### src/logic/rx_decode_pkg.sv
`default_nettype none

package rx_decode_pkg;

   //////////////////////////////
   // frame format
   //////////////////////////////

   // bytes per mac address
   localparam int MAC_LEN = 6;

   // dest address an accepted frame must carry
   localparam logic [8*MAC_LEN-1:0] STATION_ADDR = 48'h5a0102030405;

   // dest + src + type, all ahead of the size field
   localparam int HDR_LEN = 14;

   // size field, msb first, counts seq + payload
   localparam int SIZE_LEN = 2;

   // sequence field, lsb first
   localparam int SEQ_LEN = 2;

   // bytes per output word
   localparam int WORD_BYTES = 4;

   //////////////////////////////
   // beat types
   //////////////////////////////

   // input byte with its frame last flag
   typedef struct packed {
      logic [7:0] data;
      logic       last;
   } byte_beat_t;

   // packed output word, tagged with the frame sequence number
   typedef struct packed {
      logic [8*WORD_BYTES-1:0] data;
      logic [8*SEQ_LEN-1:0]    seq;
      logic                    last;
   } word_beat_t;

   // parser states
   typedef enum logic [2:0] {
      st_idle,     // between frames, enable sampled here
      st_hunt,     // decode off, swallow frame
      st_header,   // dest, src, type
      st_size,     // size field
      st_seq,      // sequence field
      st_payload,  // forward payload bytes
      st_drain     // discard up to input last
   } parse_state_t;

endpackage

`default_nettype wire

### src/logic/axis_skid_slice.sv
`timescale 1ns/1ps
`default_nettype none

module axis_skid_slice #(
   parameter type payload_t = logic [7:0]
) (
   input  wire      axi_tclk,
   input  wire      axi_treset,
   // upstream side
   input  wire      in_valid,
   input  payload_t in_payload,
   output logic     in_ready,
   // downstream side
   output logic     out_valid,
   output payload_t out_payload,
   input  wire      out_ready
);

   // second entry, only filled while the output is stalled
   logic     skid_valid;
   payload_t skid_payload;

   logic in_fire;
   logic out_load;

   assign in_fire  = in_valid & in_ready;
   // output register free or emptying this cycle
   assign out_load = ~out_valid | out_ready;

   //////////////////////////////
   // entry control
   //////////////////////////////

   always_ff @(posedge axi_tclk) begin
      if (axi_treset) begin
         out_valid   <= 1'b0;
         out_payload <= '0;
         skid_valid  <= 1'b0;
         in_ready    <= 1'b0;
      end else begin
         if (out_load) begin
            // older beat in skid goes first
            if (skid_valid) begin
               out_valid   <= 1'b1;
               out_payload <= skid_payload;
               skid_valid  <= 1'b0;
            end else begin
               out_valid <= in_fire;
               if (in_fire) begin
                  out_payload <= in_payload;
               end
            end
            in_ready <= 1'b1;
         end else if (in_fire) begin
            // output stuck, park beat in second entry
            skid_valid <= 1'b1;
            in_ready   <= 1'b0;
         end else begin
            in_ready <= ~skid_valid;
         end
      end
   end

   // skid data
   always_ff @(posedge axi_tclk) begin
      if (in_fire & ~out_load) begin
         skid_payload <= in_payload;
      end
   end

endmodule

`default_nettype wire

### src/logic/rx_header_parser.sv
`timescale 1ns/1ps
`default_nettype none

module rx_header_parser (
   input  wire                                  axi_tclk,
   input  wire                                  axi_treset,
   input  wire                                  enable_rx_decode,
   // byte stream from input slice
   input  wire                                  byte_valid,
   input  wire rx_decode_pkg::byte_beat_t       byte_beat,
   output logic                                 byte_ready,
   // payload byte link to packer
   output logic                                 pay_valid,
   output logic [7:0]                           pay_data,
   output logic                                 pay_last,
   input  wire                                  pay_ready,
   // sequence number, stable for the whole frame
   output logic [8*rx_decode_pkg::SEQ_LEN-1:0]  seq
);

   rx_decode_pkg::parse_state_t state;
   rx_decode_pkg::parse_state_t state_n;

   // byte index inside header, size and seq fields
   logic [$clog2(rx_decode_pkg::HDR_LEN)-1:0]  cnt;

   // expected dest address, shifted one byte per dest byte
   logic [8*rx_decode_pkg::MAC_LEN-1:0]        addr_sr;
   logic [7:0]                                 addr_top;

   logic [8*rx_decode_pkg::SIZE_LEN-1:0]       size_q;
   logic [8*rx_decode_pkg::SIZE_LEN-1:0]       size_full;
   // payload bytes still to forward
   logic [8*rx_decode_pkg::SIZE_LEN-1:0]       pay_rem;

   logic byte_fire;
   logic addr_miss;

   assign byte_fire = byte_valid & byte_ready;
   assign addr_top  = addr_sr[8*rx_decode_pkg::MAC_LEN-1 -: 8];
   // dest bytes only
   assign addr_miss = (cnt < rx_decode_pkg::MAC_LEN) & (byte_beat.data != addr_top);
   // size with current byte as lsb
   assign size_full = {size_q[8*rx_decode_pkg::SIZE_LEN-9:0], byte_beat.data};

   //////////////////////////////
   // payload link
   //////////////////////////////

   // straight through, no register on the payload path
   assign pay_valid = (state == rx_decode_pkg::st_payload) & byte_valid;
   assign pay_data  = byte_beat.data;
   // early input last also ends the frame
   assign pay_last  = (pay_rem == 1) | byte_beat.last;

   always_comb begin
      case (state)
         // one bubble per frame while enable is looked at
         rx_decode_pkg::st_idle:    byte_ready = 1'b0;
         rx_decode_pkg::st_payload: byte_ready = pay_ready;
         default:                   byte_ready = 1'b1;
      endcase
   end

   //////////////////////////////
   // frame fsm
   //////////////////////////////

   always_comb begin
      state_n = state;
      case (state)
         rx_decode_pkg::st_idle: begin
            if (byte_valid) begin
               state_n = enable_rx_decode ? rx_decode_pkg::st_header : rx_decode_pkg::st_hunt;
            end
         end
         rx_decode_pkg::st_header: begin
            if (byte_fire) begin
               if (byte_beat.last) begin
                  state_n = rx_decode_pkg::st_idle;
               end else if (addr_miss) begin
                  state_n = rx_decode_pkg::st_drain;
               end else if (cnt == rx_decode_pkg::HDR_LEN - 1) begin
                  state_n = rx_decode_pkg::st_size;
               end
            end
         end
         rx_decode_pkg::st_size: begin
            if (byte_fire) begin
               if (byte_beat.last) begin
                  state_n = rx_decode_pkg::st_idle;
               end else if (cnt == rx_decode_pkg::SIZE_LEN - 1) begin
                  state_n = rx_decode_pkg::st_seq;
               end
            end
         end
         rx_decode_pkg::st_seq: begin
            if (byte_fire) begin
               if (byte_beat.last) begin
                  state_n = rx_decode_pkg::st_idle;
               end else if (cnt == rx_decode_pkg::SEQ_LEN - 1) begin
                  // empty payload goes straight to drain
                  state_n = (pay_rem == '0) ? rx_decode_pkg::st_drain : rx_decode_pkg::st_payload;
               end
            end
         end
         rx_decode_pkg::st_payload: begin
            if (byte_fire) begin
               if (byte_beat.last) begin
                  state_n = rx_decode_pkg::st_idle;
               end else if (pay_rem == 1) begin
                  // padding or fcs follows
                  state_n = rx_decode_pkg::st_drain;
               end
            end
         end
         // hunt and drain both run to input last
         rx_decode_pkg::st_hunt,
         rx_decode_pkg::st_drain: begin
            if (byte_fire & byte_beat.last) begin
               state_n = rx_decode_pkg::st_idle;
            end
         end
         default: state_n = rx_decode_pkg::st_idle;
      endcase
   end

   always_ff @(posedge axi_tclk) begin
      if (axi_treset) begin
         state   <= rx_decode_pkg::st_idle;
         cnt     <= '0;
         pay_rem <= '0;
      end else begin
         state <= state_n;
         // field counter restarts on every state change
         if (state_n != state) begin
            cnt <= '0;
         end else if (byte_fire) begin
            cnt <= cnt + 1'b1;
         end
         // load payload length on last size byte
         if ((state == rx_decode_pkg::st_size) & byte_fire &
             (cnt == rx_decode_pkg::SIZE_LEN - 1)) begin
            if (size_full > rx_decode_pkg::SEQ_LEN) begin
               pay_rem <= size_full -
                          (8*rx_decode_pkg::SIZE_LEN)'(rx_decode_pkg::SEQ_LEN);
            end else begin
               pay_rem <= '0;
            end
         end else if ((state == rx_decode_pkg::st_payload) & byte_fire) begin
            pay_rem <= pay_rem - 1'b1;
         end
      end
   end

   //////////////////////////////
   // field capture
   //////////////////////////////

   always_ff @(posedge axi_tclk) begin
      // reload expected address for each frame
      if (state == rx_decode_pkg::st_idle) begin
         addr_sr <= rx_decode_pkg::STATION_ADDR;
      end else if ((state == rx_decode_pkg::st_header) & byte_fire) begin
         addr_sr <= addr_sr << 8;
      end
      // size msb first
      if ((state == rx_decode_pkg::st_size) & byte_fire) begin
         size_q <= size_full;
      end
      // seq lsb first, shifts in from the top
      if ((state == rx_decode_pkg::st_seq) & byte_fire) begin
         seq <= {byte_beat.data, seq[8*rx_decode_pkg::SEQ_LEN-1:8]};
      end
   end

endmodule

`default_nettype wire

### src/logic/rx_word_packer.sv
`timescale 1ns/1ps
`default_nettype none

module rx_word_packer (
   input  wire                                    axi_tclk,
   input  wire                                    axi_treset,
   // payload bytes from parser
   input  wire                                    pay_valid,
   input  wire [7:0]                              pay_data,
   input  wire                                    pay_last,
   input  wire [8*rx_decode_pkg::SEQ_LEN-1:0]     seq,
   output logic                                   pay_ready,
   // word beats to output slice
   output logic                                   word_valid,
   output rx_decode_pkg::word_beat_t              word_beat,
   input  wire                                    word_ready
);

   // next free byte lane
   logic [$clog2(rx_decode_pkg::WORD_BYTES)-1:0]  lane;

   // partly filled word
   logic [8*rx_decode_pkg::WORD_BYTES-1:0]        acc;
   // acc with the current byte dropped into its lane
   logic [8*rx_decode_pkg::WORD_BYTES-1:0]        word_n;

   logic pay_fire;
   logic word_end;

   // one word held, stall while it waits
   assign pay_ready = ~word_valid | word_ready;
   assign pay_fire  = pay_valid & pay_ready;
   // full word or end of frame payload
   assign word_end  = (lane == rx_decode_pkg::WORD_BYTES - 1) | pay_last;

   //////////////////////////////
   // lane insert
   //////////////////////////////

   always_comb begin
      // lane 0 starts a fresh word, upper lanes zero
      if (lane == '0) begin
         word_n = '0;
      end else begin
         word_n = acc;
      end
      word_n[8*lane +: 8] = pay_data;
   end

   //////////////////////////////
   // control
   //////////////////////////////

   always_ff @(posedge axi_tclk) begin
      if (axi_treset) begin
         lane       <= '0;
         word_valid <= 1'b0;
      end else begin
         if (word_valid & word_ready) begin
            word_valid <= 1'b0;
         end
         if (pay_fire) begin
            if (word_end) begin
               // lane counter restarts for the next word or frame
               lane       <= '0;
               word_valid <= 1'b1;
            end else begin
               lane <= lane + 1'b1;
            end
         end
      end
   end

   // word data path
   always_ff @(posedge axi_tclk) begin
      if (pay_fire) begin
         acc <= word_n;
         if (word_end) begin
            word_beat.data <= word_n;
            word_beat.seq  <= seq;
            word_beat.last <= pay_last;
         end
      end
   end

endmodule

`default_nettype wire

### src/logic/rx_frame_decoder.sv
`timescale 1ns/1ps
`default_nettype none

module rx_frame_decoder (
   input  wire                                    axi_tclk,
   input  wire                                    axi_treset,
   input  wire                                    enable_rx_decode,
   // byte stream in
   input  wire [7:0]                              rx_axis_tdata,
   input  wire                                    rx_axis_tvalid,
   input  wire                                    rx_axis_tlast,
   output logic                                   rx_axis_tready,
   // word stream out, tuser is the sequence number
   output logic [8*rx_decode_pkg::WORD_BYTES-1:0] tdata,
   output logic [8*rx_decode_pkg::SEQ_LEN-1:0]    tuser,
   output logic                                   tvalid,
   output logic                                   tlast,
   input  wire                                    tready
);

   // input slice to parser
   rx_decode_pkg::byte_beat_t                     in_beat;
   rx_decode_pkg::byte_beat_t                     byte_beat;
   logic                                          byte_valid;
   logic                                          byte_ready;

   // parser to packer
   logic                                          pay_valid;
   logic [7:0]                                    pay_data;
   logic                                          pay_last;
   logic                                          pay_ready;
   logic [8*rx_decode_pkg::SEQ_LEN-1:0]           seq;

   // packer to output slice
   rx_decode_pkg::word_beat_t                     word_beat;
   rx_decode_pkg::word_beat_t                     out_beat;
   logic                                          word_valid;
   logic                                          word_ready;

   assign in_beat = '{data: rx_axis_tdata, last: rx_axis_tlast};

   //////////////////////////////
   // pipeline
   //////////////////////////////

   axis_skid_slice #(.payload_t(rx_decode_pkg::byte_beat_t)) in_slice (
      .axi_tclk(axi_tclk), .axi_treset(axi_treset),
      .in_valid(rx_axis_tvalid), .in_payload(in_beat), .in_ready(rx_axis_tready),
      .out_valid(byte_valid), .out_payload(byte_beat), .out_ready(byte_ready)
   );

   rx_header_parser parser_i (
      .axi_tclk(axi_tclk), .axi_treset(axi_treset), .enable_rx_decode(enable_rx_decode),
      .byte_valid(byte_valid), .byte_beat(byte_beat), .byte_ready(byte_ready),
      .pay_valid(pay_valid), .pay_data(pay_data), .pay_last(pay_last),
      .pay_ready(pay_ready), .seq(seq)
   );

   rx_word_packer packer_i (
      .axi_tclk(axi_tclk), .axi_treset(axi_treset),
      .pay_valid(pay_valid), .pay_data(pay_data), .pay_last(pay_last), .seq(seq),
      .pay_ready(pay_ready), .word_valid(word_valid), .word_beat(word_beat),
      .word_ready(word_ready)
   );

   axis_skid_slice #(.payload_t(rx_decode_pkg::word_beat_t)) out_slice (
      .axi_tclk(axi_tclk), .axi_treset(axi_treset),
      .in_valid(word_valid), .in_payload(word_beat), .in_ready(word_ready),
      .out_valid(tvalid), .out_payload(out_beat), .out_ready(tready)
   );

   // unpack output word beat
   assign tdata = out_beat.data;
   assign tuser = out_beat.seq;
   assign tlast = out_beat.last;

endmodule

`default_nettype wire

### config.mk
export PLATFORM = sky130hd
export DESIGN_NAME = rx_frame_decoder
export DESIGN_NICKNAME = d
export VERILOG_FILES = /design/src/logic/rx_decode_pkg.sv /design/src/logic/axis_skid_slice.sv /design/src/logic/rx_header_parser.sv /design/src/logic/rx_word_packer.sv /design/src/logic/rx_frame_decoder.sv
export SDC_FILE = /design/constraint.sdc
export NUM_CORES = 1
export LEC_CHECK = 0
export BUFFER_PORTS_ARGS = -buffer_cell sky130_fd_sc_hd__buf_2
export CAP_MARGIN = 15
export CORE_UTILIZATION = 35
export CTS_BUF_LIST = sky130_fd_sc_hd__clkbuf_8 sky130_fd_sc_hd__clkbuf_16
export CTS_CLUSTER_SIZE = 28
export DETAILED_ROUTE_END_ITERATION = 10
export REMOVE_ABC_BUFFERS = 1
export SETUP_SLACK_MARGIN = 0.05
export SLEW_MARGIN = 20
export SYNTH_ARGS = -nofsm -noshare
export SYNTH_HDL_FRONTEND = slang
export SYNTH_HIERARCHICAL = 1
export SYNTH_SLANG_ARGS = --single-unit
### constraint.sdc
create_clock -name axi_tclk -period 4.25 [get_ports axi_tclk]
set_input_delay 0.2125 -clock axi_tclk [delete_from_list [all_inputs] [get_ports axi_tclk]]
set_output_delay 0.2125 -clock axi_tclk [all_outputs]
set_load 0.02 [all_outputs]
==> summary.log, run 1 <==
[clocking] # H-tree levels 1
[finish] count of placed standard cells in the final layout, fillers left out 1333
[timing] number of slew-limit violations in the final report 0
[finish] utilization of the core after routing 0.411
[drt] detailed-route vias per instance 5.17
[timing] crit share post-route 0.707
[synthesis] register bit total from synthesis 265
[synthesis] share of flip-flops with an asynchronous set or reset 0
[clocking] CTS max path bufs 3
[floorplanning] die boundary width 178 um
[floorplanning] core region area 30600 sq um
[timing] Period minus WS final 3000 ps
[critical_path] launch instance of the worst register-to-register path parser_i/state[0]$_SDFF_PP0_
[critical_path] critical path class reg -> reg
[finish] area used by multi-input combinational logic 3620 sq um
[clocking] clock-pin slew on the worst setup and hold paths 60 ps
[grt] Overall Global Routing Usage 0.141
[floorplanning] starting density of the core 0.355
[synthesis] share of the yosys chip area belonging to registers 0.638
[timing] Fin Clk Skew 9.03 ps
[grt] initial antenna violation count 0
[finish] Reg area 6940 sq um
[floorplanning] total I/O pin count 65
[drt] Pre-Repair DR Iteration Count 7
[clocking] clock tree from TritonCTS yes
[critical_path] start point of the critical path parser_i/state[0]$_SDFF_PP0_
[finish] area growth from synthesis to layout 15.7%
[critical_path] kind of end point of the critical path flop
[synthesis] Post-synth EDFFs 163
[pwr] Static Leak 4.23 nW
[synthesis] syn_area_per_cell 12.7 sq um
[synthesis] synthesized instance count 853
[clocking] clock latency on the worst-skew pair 550 ps
[synthesis] most repeated cell in the gate-level netlist after synthesis edfxtp_1
[synthesis] Post-Syn Area 10900 sq um
[run] count of maximum capacitance violations 0
[drt] count of nets left with antenna violations after detail routing 0
[drt] iteration-0 DRC count of the detailed router 517
[clocking] total of cells resized after clock tree synthesis 0
[finish] fin area 12600 sq um
[clocking] total number of clock tree sinks 265
[clocking] CTS root buf clkbuf_16
[clocking] CTS Buf Count 29
[finish] fill cell total of the finished layout 2876
[synthesis] top area cells in the synthesized netlist edfxtp_1 45%, dfxtp_1 19%, mux2i_1 5.3%
[critical_path] element type at the critical path start flop
[placement] post-detailed-placement half-perimeter wirelength 13.7 mm
[synthesis] fraction of synthesized cell area taken by the top area cell type 0.450
[critical_path] Crit path required time 4430 ps
[drt] drt wl/cell 16.6 um
[timing] Final Setup Violations 0
[synthesis] largest area contributor in the synthesized netlist edfxtp_1
[status] outcome completed
[drt] final routed wirelength across all metal layers 22.2 mm
[critical_path] CP Data Arrival Time 3180 ps
[grt] pin count of the biggest net entering global routing 65
[placement] Buffers on Ports 64
[pwr] power per cell area 440 nW/um^2
[floorplanning] die area 31800 sq um
[grt] number of global-route vias before repair 6575
[timing] slew at the pin closest to its max-slew limit 1100 ps
[drt] vias 6897
[grt] gr ovfl total 0
[placement] dpl cell area 11500 sq um
[placement] weighted congestion reported at the end of routability-driven placement 0.804
[grt] global-route wire length before repair 35.8 mm
[timing] Max Freq 333 MHz
[synthesis] count of different cell masters after synthesis 72
[timing] final hold violations 0
[floorplanning] number of rows created at floorplan 64
[placement] Inst Count DP 1270
[floorplanning] Die Y-Extent 178 um
[critical_path] CP max FO 49
[timing] setup repair after global routing missed its margin false
[drt] remaining routing DRC violations 0
[hold_path] hold_sp rx_axis_tvalid
[hold_path] worst min path class in -> reg
[timing] Slew headroom 0.266
[synthesis] most instantiated flip-flop cell in the synthesis netlist edfxtp_1
[synthesis] Yosys Warn Count 6
[pwr] largest vdd supply drop 0.000329 V
[finish] final net count 940
[finish] count of antenna diodes in the layout 0
[synthesis] synth cell count leaders 163 x edfxtp_1, 102 x dfxtp_1, 90 x a21oi_1, 58 x mux2i_1, 50 x nor2_1
[finish] fraction of layout cells with a size suffix above 1 0.176
[kinds of logic (layout without fill, tap and decap cells)]
group,count (synthesis),after routing,share of synthesized area
flops,265,265,0.638
compound gates,234,234,0.151
simple gates,191,191,0.0944
buf+inv,73,157,0.0325
mux,59,59,0.0545
xor+xnor,19,19,0.0153
fa+ha+maj,12,12,0.0138
[cells in the final DEF (no fill, tap or decap), types with 15 or more instances in the layout]
| cell | Yosys | final |
|---|---|---|
| mux2i_1 | 58 | 58 |
| buf_2 | 21 | 63 |
| dfxtp_1 | 102 | 101 |
| edfxtp_1 | 163 | 163 |
| nor3_1 | 22 | 21 |
| nand2_1 | 40 | 40 |
| nor2_1 | 50 | 49 |
| a21oi_1 | 90 | 90 |
| a211oi_2 | 19 | 19 |
| a22o_1 | 30 | 30 |
| inv_1 | 15 | 17 |
| buf_4 | 8 | 15 |
| a211oi_1 | 45 | 45 |
| clkbuf_16 | 0 | 33 |
[through the flow]
stage	setup TNS [ps]	hold slack [ps]	worst slack [ps]	power [W]
floorplan	-19260	277	-393	0.00303
global placement	0	401	1350	0.00315
detailed placement	0	405	1260	0.00315
CTS	0	21.8	1240	0.00560
global route	0	31.0	969	0.00575
finish	0	57.1	1250	0.00553
[worst max-delay path, cell delays in order (launching register included)]
cell and delay [ps]:
dfxtp_1 690, nand2_1 230, nor3_1 360, and2_1 190, buf_4 390, nor2b_4 220
buf_4 510
[registers in the layout, summed over array words and instances (netlist names)]
register and flops:
parser_i/pay_rem 16, packer_i/lane 2, in_slice/out_valid 1, parser_i/size_q 8
parser_i/cnt 4, in_slice/in_ready 1, out_slice/in_ready 1, packer_i/word_beat 49
out_slice/skid_payload 49, in_slice/skid_payload 9, out_slice/out_valid 1, out_slice/out_payload 49
parser_i/seq 16, packer_i/acc 32, in_slice/out_payload 9, parser_i/addr_sr 12
out_slice/skid_valid 1, in_slice/skid_valid 1, parser_i/state 3, packer_i/word_valid 1
[power breakdown]
part           internal, W  total, W  switching (W)
combinational     0.000119  0.000310       0.000191
clock              0.00140   0.00242        0.00102
sequential         0.00274   0.00280      0.0000605
[final cells by class]
class                           count  share of cell area
Multi-Input combinational cell    515               0.288
Inverter                           16             0.00478
Clock inverter                     21             0.00935
Tap cell                          396              0.0394
Timing Repair Buffer               87              0.0412
Clock buffer                       33              0.0657
Sequential cell                   265               0.552
[metal layers]
metal | vias to the layer above | global-route usage | part of all wire
li1 | 3378 | - | -
met5 | - | 0 | 0
met1 | 3341 | 0.197 | 0.48
met4 | 0 | 0.0343 | 0.017
met3 | 24 | 0.0243 | 0.044
met2 | 154 | 0.228 | 0.46
[final timing paths]
kind	end	slack, ps	cells after the start
worst max register to register	packer_i/word_beat[45]$_DFFE_PP_	1250	6
worst min register to register	packer_i/word_beat[4]$_DFFE_PP_	410	0
worst min-delay path	in_slice/skid_valid$_SDFFE_PP0P_	60	3
worst max-delay path	packer_i/word_beat[45]$_DFFE_PP_	1250	6
[repair_timing]
| item | in CTS | in global routing |
|---|---|---|
| setup endpoints to repair | 0 | 0 |
| hold buffers | 9 | 0 |
| setup buffers | 0 | 0 |
| hold endpoints to repair | 9 | 0 |
(Power assumes the default switching activity.)
==> run 2: changes to the inputs <==
clock period = 3.02 ns   (was 4.25 ns; I/O delays follow)
==> run 2 against run 1 <==
Via count is 1.2% higher. Flip-flop and latch count stayed put. Clock-buffer cell count is 3 higher. Critical path depth is 1 higher. Critical path type unchanged.
==> summary.log, run 2 (synthesis results as in run 1) <==
[critical_path] cell-by-cell trace of the critical path nand4bb_1, buf_4, a2111oi_0, o21ai_0, a22o_1, nand2b_1, nor4_1 [was nand2_1, nor3_1, and2_1, buf_4, nor2b_4, buf_4]
[grt] pin count of the biggest net entering global routing 51 [was 65]
[finish] fin area 12700 sq um [was 12600 sq um]
[critical_path] kind of end point of the critical path flop [unchanged]
[drt] vias 6979 [was 6897]
[pwr] Static Leak 4.32 nW [was 4.23 nW]
[timing] number of slew-limit violations in the final report 0 [unchanged]
[placement] dpl cell area 11600 sq um [was 11500 sq um]
[grt] initial antenna violation count 0 [unchanged]
[drt] detailed-route vias per instance 5.20 [was 5.17]
[grt] global-route wire length before repair 36.6 mm [was 35.8 mm]
[floorplanning] number of rows created at floorplan 64 [unchanged]
[critical_path] count of cell instances traversed by the critical path 7 [was 6]
[floorplanning] starting density of the core 0.355 [unchanged]
[finish] fraction of layout cells with a size suffix above 1 0.181 [was 0.176]
[clocking] CTS Buf Count 28 [was 29]
[floorplanning] total I/O pin count 65 [unchanged]
[placement] weighted congestion reported at the end of routability-driven placement 0.819 [was 0.804]
[pwr] Tot Pwr 0.00770 W [was 0.00553 W]
[drt] final routed wirelength across all metal layers 22.9 mm [was 22.2 mm]
[critical_path] Largest stage delay, worst path 720 ps [was 690 ps]
[drt] iteration-0 DRC count of the detailed router 552 [was 517]
[critical_path] CP delay by family, top compound AO/OA/AOI/OAI gates [was simple AND/OR/NAND/NOR gates]
[timing] Slew headroom 0.409 [was 0.266]
[finish] Largest regs out_slice/out_payload x49, out_slice/skid_payload x49, packer_i/word_beat x49 [unchanged]
[hold_path] WHS Path Cells 3 [unchanged]
[floorplanning] Die Y-Extent 178 um [unchanged]
[finish] fill cell total of the finished layout 2889 [was 2876]
[finish] commonest non-fill, non-tap cells in the layout 163 x edfxtp_1, 101 x dfxtp_1, 90 x a21oi_1, 63 x buf_2, 58 x mux2i_1 [unchanged]
[run] count of maximum capacitance violations 0 [unchanged]
[hold_path] worst min path class in -> reg [unchanged]
[critical_path] cell count of the worst reg-to-reg path 7 [was 6]
[timing] Post-Route Hold Slack 27.7 ps [was 57.1 ps]
[clocking] clock latency on the worst-skew pair 550 ps [about the same]
[drt] Pre-Repair DR Iteration Count 5 [was 7]
[finish] area growth from synthesis to layout 16.5% [was 15.7%]
[critical_path] critical path class reg -> reg [unchanged]
[drt] count of nets left with antenna violations after detail routing 0 [unchanged]
[timing] Max Freq 402 MHz [was 333 MHz]
[grt] number of global-route vias before repair 6753 [was 6575]
[critical_path] CP Buf/Inv Count 1 [was 2]
[clocking] # H-tree levels 1 [unchanged]
[clocking] CTS root buf clkbuf_16 [unchanged]
[timing] slew at the pin closest to its max-slew limit 880 ps [was 1100 ps]
[floorplanning] die area 31800 sq um [unchanged]
[placement] post-detailed-placement half-perimeter wirelength 14.2 mm [was 13.7 mm]
[timing] Final Setup Violations 0 [unchanged]
[critical_path] Crit path required time 3430 ps [was 4430 ps]
[finish] most common library cell in the layout ignoring fill and taps edfxtp_1 [unchanged]
[drt] drt wl/cell 17.1 um [was 16.6 um]
[clocking] total number of clock tree sinks 265 [unchanged]
[floorplanning] die boundary width 178 um [unchanged]
[clocking] clock tree from TritonCTS yes [unchanged]
[timing] crit share post-route 0.825 [was 0.707]
[pwr] largest vdd supply drop 0.000421 V [was 0.000329 V]
[finish] count of antenna diodes in the layout 0 [unchanged]
[timing] final hold violations 0 [unchanged]
[grt] Overall Global Routing Usage 0.146 [was 0.141]
[clocking] total of cells resized after clock tree synthesis 0 [unchanged]
[placement] Buffers on Ports 64 [unchanged]
[timing] Fin Clk Skew 17.1 ps [was 9.03 ps]
[critical_path] CP Data Arrival Time 2900 ps [was 3180 ps]
[finish] final net count 951 [was 940]
[timing] setup repair after global routing missed its margin false [unchanged]
[placement] setup slack after placement 566 ps [was 1260 ps]
[timing] Worst Slack Setup Final 530 ps [was 1250 ps]
[status] outcome completed [unchanged]
[pwr] power per cell area 608 nW/um^2 [was 440 nW/um^2]
[clocking] CTS max path bufs 3 [unchanged]
[drt] remaining routing DRC violations 0 [unchanged]
[critical_path] CP max FO 19 [was 49]
[grt] gr ovfl total 0 [unchanged]
[critical_path] element type at the critical path start flop [unchanged]
[floorplanning] core region area 30600 sq um [unchanged]
[critical_path] cell with the largest stage delay on the worst path dfxtp_1 [unchanged]
[timing] Period minus WS final 2490 ps [was 3000 ps]
[clocking] clock-pin slew on the worst setup and hold paths 60 ps [about the same]
-- run 2: changes by cell type in the layout (fill, tap and decap cells not counted), sizes merged --
cell and delta:
buf +11, clkbuf +3, clkinv -9, clkinvlp -3, dlygate4sd3 +1, inv +7
-- run 2: per-layer routing --
| metal | vias to the layer above | global-route usage | wire length, um |
|---|---|---|---|
| met2 | 164 | 0.240 | 10700 |
| met5 | - | 0 | 0 |
| met3 | 46 | 0.0237 | 1050 |
| met4 | 0 | 0.0498 | 673 |
| li1 | 3399 | - | - |
| met1 | 3370 | 0.194 | 10600 |
-- run 2: layout make-up --
type,count,area [sq um],share of cell area
multi-input combinational,515,3620,0.286
sequential,265,6940,0.548
inverter,16,60.1,0.00474
clock inverter,16,95.1,0.00751
tap,396,495,0.0391
clock buffer,36,833,0.0658
timing repair buffer,99,623,0.0492
-- run 2: repair_timing --
item | in CTS | in global routing
endpoints found under the hold margin | 14 | 0
setup buffers | 0 | 0
hold buffers | 10 | 0
-- run 2: final timing paths --
path	slack, ps	end	startpoint
max reg2reg	530	parser_i/cnt[0]$_SDFFE_PP0N_	parser_i/state[1]$_SDFF_PP0_
max	530	parser_i/cnt[0]$_SDFFE_PP0N_	parser_i/state[1]$_SDFF_PP0_
min reg2reg	410	packer_i/word_beat[4]$_DFFE_PP_	parser_i/seq[3]$_DFFE_PP_
min	30	out_slice/skid_valid$_SDFFE_PP0P_	tready
-- run 2: stage by stage --
| step | cells | setup TNS [ps] | util |
|---|---|---|---|
| 6_report | 1343 | 0 | 0.414 |
| 5_1_grt | 1343 | 0 | 0.414 |
| 4_1_cts | 1343 | 0 | 0.414 |
| 3_5_place_dp | 1281 | 0 | 0.380 |
| 3_3_place_gp | 1281 | 0 | 0.380 |
| 2_1_floorplan | 796 | -192150 | - |
-- run 2: power breakdown --
group / leakage [nW] / switching, W / internal, W
sequential: 2.29 / 0.0000829 / 0.00385
clock: 0.499 / 0.00138 / 0.00194
combinational: 1.53 / 0.000270 / 0.000174
total: 4.32 / 0.00173 / 0.00597
-- run 2: tightest hold or removal path: stages --
cell	delay, ps
buf_2	70
nand2b_2	220
nor3_1	70
